`src/verilog/rv_isa_pkg.sv`:
```
// RV32 ISA encodings
// Major opcodes, funct fields and the raw instruction layout

package rv_isa_pkg;

    typedef enum logic [6:0] {
        OP_LOAD   = 7'b0000011,
        OP_EXT1   = 7'b0001011,  // custom-0, warp control
        OP_FENCE  = 7'b0001111,
        OP_IMM    = 7'b0010011,
        OP_AUIPC  = 7'b0010111,
        OP_STORE  = 7'b0100011,
        OP_REG    = 7'b0110011,
        OP_LUI    = 7'b0110111,
        OP_BRANCH = 7'b1100011,
        OP_JALR   = 7'b1100111,
        OP_JAL    = 7'b1101111,
        OP_SYSTEM = 7'b1110011
    } opcode_e;

    // funct3 of OP and OP-IMM
    localparam logic [2:0] F3_ADD_SUB = 3'h0;
    localparam logic [2:0] F3_SLL     = 3'h1;
    localparam logic [2:0] F3_SLT     = 3'h2;
    localparam logic [2:0] F3_SLTU    = 3'h3;
    localparam logic [2:0] F3_XOR     = 3'h4;
    localparam logic [2:0] F3_SR      = 3'h5;  // SRL or SRA by funct7[5]
    localparam logic [2:0] F3_OR      = 3'h6;
    localparam logic [2:0] F3_AND     = 3'h7;

    // funct3 of branches
    localparam logic [2:0] F3_BEQ  = 3'h0;
    localparam logic [2:0] F3_BNE  = 3'h1;
    localparam logic [2:0] F3_BLT  = 3'h4;
    localparam logic [2:0] F3_BGE  = 3'h5;
    localparam logic [2:0] F3_BLTU = 3'h6;
    localparam logic [2:0] F3_BGEU = 3'h7;

    // Warp control, funct7 = 0
    localparam logic [6:0] F7_WCTL   = 7'h00;
    localparam logic [2:0] F3_TMC    = 3'h0;
    localparam logic [2:0] F3_WSPAWN = 3'h1;
    localparam logic [2:0] F3_SPLIT  = 3'h2;
    localparam logic [2:0] F3_JOIN   = 3'h3;
    localparam logic [2:0] F3_BAR    = 3'h4;
    localparam logic [2:0] F3_PRED   = 3'h5;

    // funct12 of the trap and return group
    localparam logic [11:0] F12_ECALL  = 12'h000;
    localparam logic [11:0] F12_EBREAK = 12'h001;
    localparam logic [11:0] F12_URET   = 12'h002;
    localparam logic [11:0] F12_SRET   = 12'h102;
    localparam logic [11:0] F12_MRET   = 12'h302;

    typedef struct packed {
        logic [6:0] funct7;
        logic [4:0] rs2;
        logic [4:0] rs1;
        logic [2:0] funct3;
        logic [4:0] rd;
        opcode_e    opcode;
    } rv_instr_t;

endpackage

```
`src/verilog/gpu_decode_pkg.sv`:
```
// GPU decode stage types
// Core widths, execution-unit and operation codes, pipeline records

package gpu_decode_pkg;

    localparam int NUM_THREADS = 4;
    localparam int NUM_WARPS   = 4;
    localparam int UUID_W      = 8;
    localparam int XLEN        = 32;
    localparam int WID_W       = $clog2(NUM_WARPS);
    localparam int NREG_W      = 5;
    localparam int OP_W        = 4;
    localparam int MOD_W       = 3;

    // op_mod bit positions
    localparam int MOD_BRANCH = 0;
    localparam int MOD_MULDIV = 1;

    typedef enum logic [1:0] {
        EX_ALU = 2'd0,
        EX_LSU = 2'd1,
        EX_SFU = 2'd2
    } ex_type_e;

    typedef enum logic [OP_W-1:0] {
        ALU_ADD, ALU_SUB, ALU_SLL, ALU_SLT, ALU_SLTU, ALU_XOR,
        ALU_SRL, ALU_SRA, ALU_OR, ALU_AND, ALU_LUI, ALU_AUIPC
    } alu_op_e;

    typedef enum logic [OP_W-1:0] {
        BR_EQ, BR_NE, BR_LT, BR_GE, BR_LTU, BR_GEU, BR_JAL, BR_JALR,
        BR_ECALL, BR_EBREAK, BR_URET, BR_SRET, BR_MRET
    } br_op_e;

    // Same order as funct3
    typedef enum logic [OP_W-1:0] {
        MUL_MUL, MUL_MULH, MUL_MULHSU, MUL_MULHU,
        MUL_DIV, MUL_DIVU, MUL_REM, MUL_REMU
    } mul_op_e;

    typedef enum logic [OP_W-1:0] {
        SFU_TMC, SFU_WSPAWN, SFU_SPLIT, SFU_JOIN, SFU_BAR, SFU_PRED,
        SFU_CSRRW, SFU_CSRRS, SFU_CSRRC
    } sfu_op_e;

    // Loads and stores use {store, funct3}
    localparam logic [OP_W-1:0] LSU_FENCE = 4'd15;

    typedef struct packed {
        logic [UUID_W-1:0]      uuid;
        logic [WID_W-1:0]       wid;
        logic [NUM_THREADS-1:0] tmask;
        logic [XLEN-1:0]        pc;
        rv_isa_pkg::rv_instr_t  instr;
    } fetch_t;

    typedef struct packed {
        logic [UUID_W-1:0]      uuid;
        logic [WID_W-1:0]       wid;
        logic [NUM_THREADS-1:0] tmask;
        logic [XLEN-1:0]        pc;
        ex_type_e               ex_type;
        logic [OP_W-1:0]        op_type;
        logic [MOD_W-1:0]       op_mod;
        logic                   use_pc;
        logic [XLEN-1:0]        imm;
        logic                   use_imm;
        logic                   wb;
        logic [NREG_W-1:0]      rd;
        logic [NREG_W-1:0]      rs1;
        logic [NREG_W-1:0]      rs2;
    } decode_t;

    typedef struct packed {
        logic             valid;
        logic [WID_W-1:0] wid;
        logic             wstall;
    } sched_t;

endpackage

```
`src/verilog/imm_gen.sv`:
```
// Immediate generator
// Reassembles and sign-extends the I, S, B, U and J immediates,
// plus the CSR address / zimm word

`timescale 1ns/10ps

module imm_gen (
    input  rv_isa_pkg::rv_instr_t instr,
    output logic [31:0]           imm_i,
    output logic [31:0]           imm_s,
    output logic [31:0]           imm_b,
    output logic [31:0]           imm_u,
    output logic [31:0]           imm_j,
    output logic [31:0]           imm_csr
);
    import rv_isa_pkg::*;

    logic [31:0] ir;
    logic [11:0] i_raw;
    logic        shift_form;

    assign ir    = instr;
    assign i_raw = ir[31:20];

    // SLLI/SRLI/SRAI carry a shamt, not a signed immediate
    assign shift_form = (instr.opcode == OP_IMM) &&
                        ((instr.funct3 == F3_SLL) || (instr.funct3 == F3_SR));

    assign imm_i = shift_form ? {27'b0, instr.rs2} : {{20{i_raw[11]}}, i_raw};
    assign imm_s = {{20{ir[31]}}, instr.funct7, instr.rd};
    assign imm_b = {{20{ir[31]}}, ir[7], ir[30:25], ir[11:8], 1'b0};
    assign imm_u = {ir[31:12], 12'b0};
    assign imm_j = {{12{ir[31]}}, ir[19:12], ir[20], ir[30:21], 1'b0};

    // Address in [11:0], zimm in [16:12] for the immediate forms
    assign imm_csr = {15'b0, (instr.funct3[2] ? instr.rs1 : 5'b0), i_raw};

endmodule

```
`src/verilog/op_func_map.sv`:
```
// Operation tables
// funct3/funct7 to ALU, branch, multiply and SFU codes, funct12 to trap/return

`timescale 1ns/10ps

module op_func_map (
    input  rv_isa_pkg::rv_instr_t    instr,
    output gpu_decode_pkg::alu_op_e  alu_op,
    output gpu_decode_pkg::br_op_e   br_op,
    output gpu_decode_pkg::br_op_e   sys_op,
    output gpu_decode_pkg::mul_op_e  mul_op,
    output gpu_decode_pkg::sfu_op_e  sfu_op
);
    import rv_isa_pkg::*;
    import gpu_decode_pkg::*;

    logic [11:0] funct12;

    assign funct12 = {instr.funct7, instr.rs2};
    assign mul_op  = mul_op_e'(instr.funct3);

    always_comb begin
        alu_op = ALU_ADD;
        case (instr.funct3)
            F3_ADD_SUB: alu_op = (instr.opcode == OP_REG && instr.funct7[5]) ? ALU_SUB : ALU_ADD;
            F3_SLL:     alu_op = ALU_SLL;
            F3_SLT:     alu_op = ALU_SLT;
            F3_SLTU:    alu_op = ALU_SLTU;
            F3_XOR:     alu_op = ALU_XOR;
            F3_SR:      alu_op = instr.funct7[5] ? ALU_SRA : ALU_SRL;
            F3_OR:      alu_op = ALU_OR;
            F3_AND:     alu_op = ALU_AND;
            default:    alu_op = ALU_ADD;
        endcase
    end

    always_comb begin
        case (instr.funct3)
            F3_BNE:  br_op = BR_NE;
            F3_BLT:  br_op = BR_LT;
            F3_BGE:  br_op = BR_GE;
            F3_BLTU: br_op = BR_LTU;
            F3_BGEU: br_op = BR_GEU;
            F3_BEQ:  br_op = BR_EQ;
            default: br_op = BR_EQ;  // Reserved encodings
        endcase
    end

    always_comb begin
        case (funct12)
            F12_EBREAK: sys_op = BR_EBREAK;
            F12_URET:   sys_op = BR_URET;
            F12_SRET:   sys_op = BR_SRET;
            F12_MRET:   sys_op = BR_MRET;
            F12_ECALL:  sys_op = BR_ECALL;
            default:    sys_op = BR_ECALL;
        endcase
    end

    // CSR ops live on the SYSTEM opcode, warp control on EXT1
    always_comb begin
        sfu_op = SFU_TMC;
        if (instr.opcode == OP_SYSTEM) begin
            case (instr.funct3[1:0])
                2'd2:    sfu_op = SFU_CSRRS;
                2'd3:    sfu_op = SFU_CSRRC;
                default: sfu_op = SFU_CSRRW;
            endcase
        end else begin
            case (instr.funct3)
                F3_WSPAWN: sfu_op = SFU_WSPAWN;
                F3_SPLIT:  sfu_op = SFU_SPLIT;
                F3_JOIN:   sfu_op = SFU_JOIN;
                F3_BAR:    sfu_op = SFU_BAR;
                F3_PRED:   sfu_op = SFU_PRED;
                default:   sfu_op = SFU_TMC;
            endcase
        end
    end

endmodule

```
`src/verilog/instr_decoder.sv`:
```
// Instruction decoder
// Main opcode decode of one fetched instruction into the decoded record,
// with the warp stall flag for the scheduler

`timescale 1ns/10ps

module instr_decoder (
    input  gpu_decode_pkg::fetch_t  fetch,
    output gpu_decode_pkg::decode_t dec,
    output logic                    wstall
);
    import rv_isa_pkg::*;
    import gpu_decode_pkg::*;

    rv_instr_t        instr;
    logic [31:0]      imm_i;
    logic [31:0]      imm_s;
    logic [31:0]      imm_b;
    logic [31:0]      imm_u;
    logic [31:0]      imm_j;
    logic [31:0]      imm_csr;
    alu_op_e          alu_op;
    br_op_e           br_op;
    br_op_e           sys_op;
    mul_op_e          mul_op;
    sfu_op_e          sfu_op;
    ex_type_e         ex_type;
    logic [OP_W-1:0]  op_type;
    logic [MOD_W-1:0] op_mod;
    logic [XLEN-1:0]  imm;
    logic             use_pc;
    logic             use_imm;
    logic             use_rd;
    logic             use_rs1;
    logic             use_rs2;

    assign instr = fetch.instr;

    imm_gen i_imm_gen (
        .instr   (instr),
        .imm_i   (imm_i),
        .imm_s   (imm_s),
        .imm_b   (imm_b),
        .imm_u   (imm_u),
        .imm_j   (imm_j),
        .imm_csr (imm_csr)
    );

    op_func_map i_op_map (
        .instr  (instr),
        .alu_op (alu_op),
        .br_op  (br_op),
        .sys_op (sys_op),
        .mul_op (mul_op),
        .sfu_op (sfu_op)
    );

    always_comb begin
        ex_type = EX_ALU;
        op_type = '0;
        op_mod  = '0;
        imm     = '0;
        use_pc  = 1'b0;
        use_imm = 1'b0;
        use_rd  = 1'b0;
        use_rs1 = 1'b0;
        use_rs2 = 1'b0;
        wstall  = 1'b0;

        case (instr.opcode)
            OP_IMM: begin
                op_type = alu_op;
                {use_imm, imm} = {1'b1, imm_i};
                {use_rd, use_rs1} = 2'b11;
            end
            OP_REG: begin
                if (instr.funct7[0]) begin
                    op_type = mul_op;
                    op_mod[MOD_MULDIV] = 1'b1;
                end else begin
                    op_type = alu_op;
                end
                {use_rd, use_rs1, use_rs2} = 3'b111;
            end
            OP_LUI, OP_AUIPC: begin
                op_type = (instr.opcode == OP_LUI) ? ALU_LUI : ALU_AUIPC;
                use_pc  = (instr.opcode == OP_AUIPC);
                {use_imm, imm} = {1'b1, imm_u};
                use_rd  = 1'b1;
            end
            OP_JAL, OP_JALR, OP_BRANCH: begin
                op_mod[MOD_BRANCH] = 1'b1;
                wstall  = 1'b1;
                use_imm = 1'b1;
                if (instr.opcode == OP_JAL) begin
                    {op_type, imm, use_pc, use_rd} = {BR_JAL, imm_j, 2'b11};
                end else if (instr.opcode == OP_JALR) begin
                    {op_type, imm, use_rd, use_rs1} = {BR_JALR, imm_i, 2'b11};
                end else begin
                    {op_type, imm, use_pc} = {br_op, imm_b, 1'b1};
                    {use_rs1, use_rs2} = 2'b11;
                end
            end
            OP_LOAD, OP_STORE: begin
                ex_type = EX_LSU;
                op_type = {(instr.opcode == OP_STORE), instr.funct3};
                use_imm = 1'b1;
                imm     = (instr.opcode == OP_STORE) ? imm_s : imm_i;
                use_rs1 = 1'b1;
                use_rd  = (instr.opcode == OP_LOAD);
                use_rs2 = (instr.opcode == OP_STORE);
            end
            OP_FENCE: begin
                ex_type = EX_LSU;
                op_type = LSU_FENCE;
            end
            OP_SYSTEM: begin
                use_rd = 1'b1;
                wstall = 1'b1;
                if (instr.funct3[1:0] != 2'b00) begin  // CSR access
                    ex_type = EX_SFU;
                    op_type = sfu_op;
                    imm     = imm_csr;
                    use_imm = instr.funct3[2];
                    use_rs1 = !instr.funct3[2];
                end else begin  // Trap or return, link is pc + 4
                    op_type = sys_op;
                    op_mod[MOD_BRANCH] = 1'b1;
                    {use_pc, use_imm, imm} = {2'b11, 32'd4};
                end
            end
            OP_EXT1: begin
                if (instr.funct7 == F7_WCTL) begin
                    ex_type = EX_SFU;
                    op_type = sfu_op;
                    wstall  = 1'b1;
                    case (instr.funct3)
                        F3_TMC, F3_JOIN:         use_rs1 = 1'b1;
                        F3_SPLIT:                {use_rd, use_rs1} = 2'b11;
                        F3_WSPAWN, F3_BAR, F3_PRED: {use_rs1, use_rs2} = 2'b11;
                        default: ;
                    endcase
                end
            end
            default: ;
        endcase
    end

    always_comb begin
        dec.uuid    = fetch.uuid;
        dec.wid     = fetch.wid;
        dec.tmask   = fetch.tmask;
        dec.pc      = fetch.pc;
        dec.ex_type = ex_type;
        dec.op_type = op_type;
        dec.op_mod  = op_mod;
        dec.use_pc  = use_pc;
        dec.imm     = imm;
        dec.use_imm = use_imm;
        dec.wb      = use_rd && (instr.rd != '0);  // x0 is never written
        dec.rd      = use_rd ? instr.rd : '0;
        dec.rs1     = use_rs1 ? instr.rs1 : '0;
        dec.rs2     = use_rs2 ? instr.rs2 : '0;
    end

endmodule

```
`src/verilog/decode_buffer.sv`:
```
// Decode output register
// One-entry pipe stage with valid/ready, full throughput and flush

`timescale 1ns/10ps

module decode_buffer (
    input  logic                    clk,
    input  logic                    rst_n,
    input  logic                    flush,
    input  logic                    valid_in,
    output logic                    ready_in,
    input  gpu_decode_pkg::decode_t data_in,
    output logic                    valid_out,
    input  logic                    ready_out,
    output gpu_decode_pkg::decode_t data_out
);
    import gpu_decode_pkg::*;

    logic    full;
    decode_t data_q;

    // Take a new item when empty or when the held one leaves this cycle
    assign ready_in = !full || ready_out;

    always_ff @(posedge clk or negedge rst_n) begin
        if (!rst_n) begin
            full <= 1'b0;
        end else if (flush) begin
            full <= 1'b0;  // Drops held and incoming item
        end else if (ready_in) begin
            full <= valid_in;
        end
    end

    always_ff @(posedge clk) begin
        if (valid_in && ready_in) begin
            data_q <= data_in;
        end
    end

    assign valid_out = full;
    assign data_out  = data_q;

endmodule

```
`src/verilog/gpu_decode.sv`:
```
// SIMT GPU decode stage
// Decodes fetched RV32IM and warp-control instructions, registers the
// result behind a valid/ready handshake and notifies the warp scheduler

`timescale 1ns/10ps

module gpu_decode (
    input  logic                    clk,
    input  logic                    rst_n,
    input  logic                    flush,
    input  logic                    fetch_valid,
    output logic                    fetch_ready,
    input  gpu_decode_pkg::fetch_t  fetch,
    output logic                    decode_valid,
    input  logic                    decode_ready,
    output gpu_decode_pkg::decode_t decode,
    output gpu_decode_pkg::sched_t  sched
);
    import gpu_decode_pkg::*;

    decode_t dec;
    logic    wstall;
    logic    fetch_fire;

    instr_decoder i_decoder (
        .fetch  (fetch),
        .dec    (dec),
        .wstall (wstall)
    );

    decode_buffer i_buffer (
        .clk       (clk),
        .rst_n     (rst_n),
        .flush     (flush),
        .valid_in  (fetch_valid),
        .ready_in  (fetch_ready),
        .data_in   (dec),
        .valid_out (decode_valid),
        .ready_out (decode_ready),
        .data_out  (decode)
    );

    assign fetch_fire = fetch_valid && fetch_ready;

    // Scheduler sees the stall in the accept cycle
    assign sched = '{valid: fetch_fire, wid: fetch.wid, wstall: wstall};

endmodule

```
`config.mk`:
```
export PLATFORM = sky130hd
export DESIGN_NAME = gpu_decode
export DESIGN_NICKNAME = d
export VERILOG_FILES = /design/src/verilog/rv_isa_pkg.sv /design/src/verilog/gpu_decode_pkg.sv /design/src/verilog/imm_gen.sv /design/src/verilog/op_func_map.sv /design/src/verilog/instr_decoder.sv /design/src/verilog/decode_buffer.sv /design/src/verilog/gpu_decode.sv
export SDC_FILE = /design/constraint.sdc
export NUM_CORES = 1
export LEC_CHECK = 0
export BUFFER_PORTS_ARGS = -buffer_cell sky130_fd_sc_hd__buf_2
export CORE_UTILIZATION = 40
export CTS_CLUSTER_DIAMETER = 120
export DETAILED_ROUTE_END_ITERATION = 16
export PLACE_DENSITY = 0.71
export SLEW_MARGIN = 0
export SYNTH_ARGS = -nofsm -noshare
export SYNTH_HDL_FRONTEND = slang
export SYNTH_SLANG_ARGS = --single-unit
```
`constraint.sdc`:
```
create_clock -name clk -period 3.4 [get_ports clk]
set_input_delay 0 -clock clk [delete_from_list [all_inputs] [get_ports clk]]
set_output_delay 0 -clock clk [all_outputs]
set_load 0.005 [all_outputs]
```
**After elaboration in Yosys (flattened, before gate mapping)**

Index checks and enable logic that the tools add are counted.

- Flip-flop bits (word level): 105
- Word-level logic and storage cells: 115
- Input port bits: 83
- Output and inout port bits: 111

- Equality and inequality tests: 25
- Muxes and demuxes: 51
- Reductions and logical operators: 23

Operators by type and width:

| kind | count |
|---|---|
| 32-bit one-hot mux with 5 select lines | 1 |
| 32-bit 2-to-1 mux | 4 |
| 4-bit one-hot mux with 8 select lines | 2 |
| 3-bit one-hot mux with 5 select lines | 2 |
| 7-bit equality test, second input constant | 4 |
| 1-bit 2-to-1 mux | 22 |
| 7-bit by 6-bit equality test with 1-bit output, second input constant | 3 |
| 4-bit 2-to-1 mux | 5 |
| 17-bit 2-to-1 mux | 1 |
| 7-bit by 4-bit equality test with 1-bit output, second input constant | 2 |
| 7-bit by 5-bit equality test with 1-bit output, second input constant | 2 |
| 12-bit by 1-bit equality test with 1-bit output, second input constant | 1 |
| 12-bit by 10-bit equality test with 1-bit output, second input constant | 1 |
| 12-bit by 2-bit equality test with 1-bit output, second input constant | 1 |
| 12-bit by 9-bit equality test with 1-bit output, second input constant | 1 |
| 3-bit equality test, second input constant | 4 |
| 1-bit one-hot mux with 4 select lines | 3 |
| 3-bit one-hot mux with 4 select lines | 1 |
| 3-bit OR reduction | 3 |
| 4-bit one-hot mux with 2 select lines | 1 |
| 4-bit OR reduction | 2 |
| 8-bit OR reduction | 1 |
| 7-bit by 2-bit equality test with 1-bit output, second input constant | 1 |
| 7-bit zero test | 1 |
| other kinds (18) | 30 |

**Logic depth before layout (Yosys ltp)**

Gate-level depths: netlist of the first run.

- Word-level depth: 7
- Gate-level depth with buffers: 6
- Gate-level depth less buffers: 4

**Hierarchy**

From an unflattened synthesis of the first run, not the netlist that was laid out.

- Cell total of the unflattened synthesis: 735
- Area, all modules: 7732.4 sq um

Modules (own cells, without submodules):

| module | cells an instance | area each (sq um) | seq. area each (sq um) | instances |
|---|---|---|---|---|
| decode_buffer | 110 | 3213.1 | 3178.0 | 1 |
| instr_decoder | 363 | 2565.0 | 0.0 | 1 |
| imm_gen | 205 | 1497.7 | 0.0 | 1 |
| op_func_map | 52 | 420.4 | 0.0 | 1 |
| gpu_decode | 5 | 36.3 | 0.0 | 1 |

**Least setup slack after synthesis of the first run**

OpenSTA, ideal clock, no wires.

- Path type: register to register
- Start point: reg i_buffer.full, in the netlist i_buffer.valid_out
- End point: reg i_buffer.data_q, in the netlist i_buffer.data_out[0], enable pin
- Cell stages (with the launch flop): 3
- Period minus slack after synthesis: 3.419 ns
- Setup time: 0.476 ns
- Arrival time: 2.944 ns
- Path buffers: 0
- Path slack: -0.019 ns
- Data required time: 2.924 ns
- Cells stage by stage: dfrtp_1 -> nand2b_1 -> and2_1

- Cells in the longest elaborated chain, start to end: 3

Ends and longest elaborated chain:

| item | line | RTL |
|---|---|---|
| start, declared | decode_buffer.sv:19 | `logic full;` |
| start signal, assigned | decode_buffer.sv:31 | `full <= valid_in;` |
| 1-bit zero test | decode_buffer.sv:23 | `assign ready_in = !full \|\| ready_out;` |
| 1-bit logical OR | decode_buffer.sv:23 |  |
| net fetch_ready | gpu_decode.sv:12 | `output logic fetch_ready,` |
| 1-bit logical AND | -- |  |
| net fetch_fire | gpu_decode.sv:23 | `logic fetch_fire;` |
| end signal, assigned | decode_buffer.sv:37 | `data_q <= data_in;` |
| end, declared | decode_buffer.sv:20 | `decode_t data_q;` |

The timed path passes the listed nets, and every way through them passes these cells.
A chain may end at the register's enable or synchronous reset.

==> results of run 1 <==
==> stage by stage <==
stage / area, um^2 / instances / total power [mW] / hold WS, ps / utilization, %
2_1_floorplan: 4580 / 345 / 1.67 / -296 / -
3_3_place_gp: 5640 / 659 / 1.83 / -224 / 51.3
3_5_place_dp: 5640 / 659 / 1.83 / -224 / 51.3
4_1_cts: 6540 / 735 / 2.93 / 0.945 / 59.5
5_1_grt: 6540 / 736 / 3.03 / 5.53 / 59.6
6_report: 6540 / 736 / 2.93 / 6.12 / 59.6
==> layout make-up <==
cell class	instances	share of cell area, %
antenna	1	0.0382
clock buffer	9	3.44
clock inverter	7	1.19
sequential	105	48.1
multi-input combinational	214	20.1
timing repair buffer	254	24.1
tap	140	2.68
inverter	6	0.344
==> layer usage <==
layer / vias up / track usage (%) / share of wire, %
met4: 0 / 7.24 / 1.7
li1: 1809 / - / -
met1: 1877 / 28.9 / 39
met2: 204 / 40.4 / 51
met5: - / 0 / 0
met3: 22 / 4.96 / 8.0
==> worst reg2reg max path: stages, from the launching register on <==
cell and delay, ps:
dfrtp_1 380, nand2b_1 130, and2_4 510, buf_4 510
==> sequential cells by signal, summed over array words and instances (netlist names) <==
signal / flops
i_buffer.data_out: 104
i_buffer.valid_out: 1
==> power breakdown <==
group | switching [mW] | internal (mW) | leakage (nW)
combinational | 0.183 | 0.162 | 1.50
clock | 0.478 | 0.579 | 0.147
sequential | 0.0218 | 1.51 | 1.03
==> worst paths after layout <==
| check | startpoint | endpoint | slack (ps) | cells after the start |
|---|---|---|---|---|
| max | i_buffer.valid_out | sched[3] | 1320 | 4 |
| min | fetch[16] | i_buffer.data_out[6] | 6 | 2 |
| max reg2reg | i_buffer.valid_out | i_buffer.data_out[36] | 1510 | 3 |
| min reg2reg | i_buffer.valid_out | i_buffer.data_out[84] | 1010 | 2 |
| max in group asynchronous | rst_n | i_buffer.valid_out | 2820 | 3 |
| min in group asynchronous | rst_n | i_buffer.valid_out | 490 | 3 |
==> cells by family after synthesis <==
| family | count (synthesis) |
|---|---|
| AND/OR/NAND/NOR | 133 |
| XOR/XNOR | 3 |
| buffers and inverters | 26 |
| AO/OA/AOI/OAI | 77 |
| other | 1 |
| flip-flops | 105 |
==> placed cells by master, fill, tap and decap left out, drive strengths merged, types with 4 or more instances in the layout <==
cell         count
o211ai           4
buf            194
nor3             9
or2              4
clkbuf           9
a211oi           6
a21oi           11
nand2b           9
a22o             4
nor4             6
nand3b           4
o21ai           20
nor2b           12
and2             8
inv              8
nor2            27
or3              4
nand3           12
edfxtp         104
a21boi           7
nand2           20
dlygate4sd3     60
==> results.py, run 1 <==
metrics = {
    "detailed_routing": {
        "ant_nets": 0,
        "drtIter0Drc": 385,
        "remaining_drc_errors": 0,
        "via_count": 3912,
        "drt-vias-per-instance": 5.32,
        "drt-total-wl_um": 14200,
        "first_pass_iters": 5,
        "wl_per_cell_um": 19.2,
    },
    "yosys": {
        "synth_compound_area_share_pct": 11.6,
        "synth_area_leaders": "edfxtp_1 68%, nor2_1 2.2%, o21ai_0 2.1%, nand2_1 1.6%, nor2b_1 1.6%",
        "syn_area_um2": 4580,
        "yosys.area_share.simple_pct": 16.4,
        "synth_top_family_by_area": "simple AND/OR/NAND/NOR gates",
        "ys_ff_latch": 105,
        "ys.flop_type": "edfxtp_1",
        "synth_top_cell_area_share_pct": 68.2,
        "synth.area.mux_share_pct": 0,
        "syn_avg_cell_area_um2": 13.3,
        "synth_xor_area_share_pct": 0.574,
        "synth_most_common_cell": "edfxtp_1",
        "synthTopCellsByCount": "104 x edfxtp_1, 27 x nor2_1, 20 x nand2_1, 19 x o21ai_0, 14 x clkbuf_1",
        "postSynth.asyncResetShare_pct": 0.952,
        "synth_warnings": 0,
        "syn_inst": 345,
        "synthDistinctLibCells": 57,
        "yosysTopAreaCell": "edfxtp_1",
        "ys_seq_area_share_pct": 68.8,
        "synth_nets": 428,
        "synth_edf_count": 104,
        "synth-adder-area-share_pct": 0,
    },
    "global_routing": {
        "grt_max_degree": 44,
        "antenna_found_initial": 1,
        "gr-total-overflow": 0,
        "grt_pass1_vias": 3729,
        "grt_first_pass_wirelength_um": 20500,
        "grt_use_total_pct": 23.3,
    },
    "placement": {
        "place_ws_ps": 1150,
        "portBuffers": 192,
        "routabilityCongestion": 0.889,
        "dpl.hpwl_um": 9420,
    },
    "timing": {
        "setup_slack_ps": 1320,
        "finalSetupTns_ps": 0,
        "clock_skew_ps": 8.14,
        "setup_viol": 0,
        "fmax_mhz": 481,
        "slew_viol_final": 0,
        "min_period_ps": 2080,
        "finalHoldViolations": 0,
        "tightest_slew_ps": 1110,
        "period_share_pct": 61.1,
        "rsz0062_at_grt": "false",
        "relSlewSlack_pct": 25.7,
    },
    "cts": {
        "cts_setup_buffers": 0,
        "path_clk_slew_ps": 70,
        "htree_levels": 3,
        "cts_resized": 0,
        "cts-hold-fix-buffers": 60,
        "clk_latency_ps": 330,
        "cts_tree": "done",
        "clockBufferDepth": 2,
        "cts-root-buf": "clkbuf_16",
        "cts_sinks": 105,
        "cts-buffers-inserted": 9,
    },
    "setup_path": {
        "path_buf_inv": 2,
        "required_ps": 3400,
        "cp-start-kind": "flop",
        "cpLargestDelayFamily": "buffers and inverters",
        "path_class": "flop to output pin",
        "worstPathCellList": "nand2b_1, and2_4, buf_4, buf_2",
        "critPathMaxFanout": 43,
        "critPathSlowestCell": "and2_4",
        "crit_arrival_ps": 2080,
        "slowest_delay_ps": 510,
        "crit_path_end_kind": "output pin",
    },
    "final_layout": {
        "fin_nets": 673,
        "regArea_um2": 3150,
        "nFillCells": 850,
        "syn_to_final_growth_pct": 42.9,
        "multi_input_area_um2": 1320,
        "drive_above_1_share_pct": 37.1,
    },
    "die": {
        "std_cell_rows": 38,
        "die_h_um": 109,
        "coreArea_um2": 11000,
        "initial_utilization_pct": 41.7,
        "dieWidth_um": 109,
        "ios": 194,
        "dieArea_um2": 11900,
    },
    "power": {
        "vdd_drop_max_v": 0.000281,
        "powerDensity_nw_per_um2": 448,
        "p_leak_nw": 2.68,
    },
    "hold_path": {
        "worstHoldPathType": "input port to flop",
    },
    "run_status": {
        "status": "complete, no violations",
    },
    "job": {
        "drv_cap": 0,
    },
}
(Power assumes the default switching activity.)
==> inputs of run 2 (changes only) <==
--- a/config.mk
+++ b/config.mk
@@ -9,7 +9,7 @@
 export CORE_UTILIZATION = 40
 export CTS_CLUSTER_DIAMETER = 120
 export DETAILED_ROUTE_END_ITERATION = 16
-export PLACE_DENSITY = 0.71
+export PLACE_DENSITY = 0.69
 export SLEW_MARGIN = 0
 export SYNTH_ARGS = -nofsm -noshare
 export SYNTH_HDL_FRONTEND = slang
==> constraint.sdc (replaced) <==
create_clock -name clk -period 2.1 [get_ports clk]
set_input_delay 0 -clock clk [delete_from_list [all_inputs] [get_ports clk]]
set_output_delay 0 -clock clk [all_outputs]
set_load 0.005 [all_outputs]
==> run 2 against run 1 <==
Net effect:
- critical path depth rose by 3
- sequential power rose by 61%
- flip-flop and latch count did not move
- design area rose by 1.3%
- combinational power rose by 62%
- clock skew fell by 1.0 ps
- critical endpoint is now sched[0]
- setup slack got worse by 1100 ps
- sequential share of layout area fell by 0.64 points
- first-iteration DRC count fell by 6.5%
==> results.py, run 2 (synthesis gave the netlist of run 1 again) <==
metrics = {
    "setup_path": {
        "slowest_delay_ps": 520,
        "r2r_start": "i_buffer.valid_out",
        "critPathSlowestCell": "dlygate4sd3_1",
        "cp.depth": 7,
        "critPathMaxFanout": 8,
        "path_buf_inv": 4,
        "cp-start-kind": "input port",
        "worstPathCellList": "dlygate4sd3_1, buf_2, or3_1, nor4_4, buf_4, or3_1, buf_2",
        "crit_start": "fetch[26]",
        "crit_path_end_kind": "output pin",
        "rrSetupSlack_ps": 600,
        "crit_path_end": "sched[0]",
        "cpLargestDelayFamily": "buffers and inverters",
        "rr_worst_depth": 3,
        "crit_arrival_ps": 1830,
        "required_ps": 2100,
        "r2r_end": "i_buffer.data_out[57]",
        "path_class": "input port to output pin",
    },
    "global_routing": {
        "grt_pass1_vias": 3641,
        "grt_first_pass_wirelength_um": 19600,
        "gr-total-overflow": 0,
        "grt_use_total_pct": 22.5,
        "grt_max_degree": 106,
        "antenna_found_initial": 0,
    },
    "final_layout": {
        "drive_above_1_share_pct": 38.5,
        "fin_nets": 681,
        "nFillCells": 876,
        "layout_common_cells": "192 x buf_2, 104 x edfxtp_1, 57 x dlygate4sd3_1",
        "multi_input_area_um2": 1320,
        "fin_cells": 743,
        "antennaDiodeCount": 0,
        "regArea_um2": 3150,
        "layout_commonest_cell": "buf_2",
        "syn_to_final_growth_pct": 44.9,
        "largest_reg_flops": 104,
    },
    "timing": {
        "relSlewSlack_pct": 42.3,
        "fmax_mhz": 545,
        "worst_hold_slack_ps": 3.94,
        "tightest_slew_ps": 866,
        "finalHoldViolations": 0,
        "finalSetupTns_ps": 0,
        "rsz0062_at_grt": "false",
        "min_period_ps": 1830,
        "clock_skew_ps": 7.14,
        "setup_viol": 0,
        "slew_viol_final": 0,
        "period_share_pct": 87.3,
    },
    "cts": {
        "clockBufferDepth": 2,
        "cts-buffers-inserted": 9,
        "clk_latency_ps": 340,
        "cts-root-buf": "clkbuf_16",
        "htree_levels": 3,
        "path_clk_slew_ps": 70,
        "cts_sinks": 105,
        "cts_resized": 0,
        "cts_tree": "done",
    },
    "detailed_routing": {
        "remaining_drc_errors": 0,
        "drtIter0Drc": 360,
        "wl_per_cell_um": 18.5,
        "drt-total-wl_um": 13700,
        "via_count": 3879,
        "first_pass_iters": 5,
        "ant_nets": 0,
        "drt-vias-per-instance": 5.22,
    },
    "die": {
        "coreArea_um2": 11000,
        "dieWidth_um": 109,
        "ios": 194,
        "die_h_um": 109,
        "dieArea_um2": 11900,
        "initial_utilization_pct": 41.7,
        "std_cell_rows": 38,
    },
    "power": {
        "vdd_drop_max_v": 0.000421,
        "powerDensity_nw_per_um2": 730,
        "p_leak_nw": 2.74,
    },
    "job": {
        "drv_cap": 0,
    },
    "placement": {
        "routabilityCongestion": 0.910,
        "placed_cells": 670,
        "portBuffers": 192,
        "dpl.hpwl_um": 9420,
    },
    "hold_path": {
        "whs_path_depth": 2,
        "worstHoldPathType": "input port to flop",
    },
    "run_status": {
        "status": "complete, no violations",
    },
}
==> run 2: changes by cell type in the layout (fill, tap and decap cells not counted) <==
| cell | before | now |
|---|---|---|
| buf_12 | 0 | 1 |
| buf_4 | 2 | 12 |
| bufinv_16 | 1 | 2 |
| clkbuf_1 | 0 | 1 |
| clkbuf_8 | 0 | 1 |
| clkinv_1 | 1 | 0 |
| clkinv_4 | 1 | 0 |
| clkinvlp_4 | 1 | 0 |
| diode_2 | 1 | 0 |
| dlygate4sd3_1 | 60 | 57 |
| inv_6 | 0 | 1 |
| inv_8 | 2 | 1 |
==> run 2: routing by layer <==
layer | vias to the layer above | track usage (%) | routed length, um
met5 | - | 0 | 0
met4 | 0 | 7.43 | 166
met3 | 13 | 4.54 | 1020
met2 | 177 | 39.7 | 7030
met1 | 1862 | 27.5 | 5520
li1 | 1827 | - | -
==> run 2: through the flow <==
step,power (mW),area [um^2],util (%),setup slack (ps)
floorplan,2.70,4580,-,385
global placement,2.98,5730,52.2,182
detailed placement,2.98,5730,52.2,237
CTS,4.89,6630,60.4,234
global route,5.02,6630,60.4,169
finish,4.84,6630,60.4,267
==> run 2: worst reg2reg max path: stages, from the launching register on <==
cell and delay (ps):
dfrtp_1 380, nand2b_1 110, and2_4 160, buf_12 400
==> run 2: where the power goes <==
| part | internal (mW) | switching, mW |
|---|---|---|
| Sequential | 2.44 | 0.0316 |
| Clock | 1.09 | 0.725 |
| Combinational | 0.268 | 0.291 |
| Total | 3.79 | 1.05 |
==> run 2: final cells by class <==
cell class                      count  area share [%]
Sequential cell                   105            47.5
Multi-Input combinational cell    214            19.8
Inverter                            6           0.340
Clock inverter                      5            1.28
Timing Repair Buffer              262            24.8
Tap cell                          140            2.64
Clock buffer                       11            3.66
==> run 2: worst min-delay path by stage <==
stage / start / to
finish: fetch[19] / i_buffer.data_out[36]
detailed placement: rst_n / i_buffer.valid_out
CTS: fetch[10] / i_buffer.data_out[20]
global placement: rst_n / i_buffer.valid_out
floorplan: rst_n / i_buffer.valid_out
global route: fetch[16] / i_buffer.data_out[6]
==> run 2: repair_timing <==
action,4_1_cts,5_1_grt
endpoints found under the hold margin,57,0
hold buffers,57,0
buffers inserted,0,0
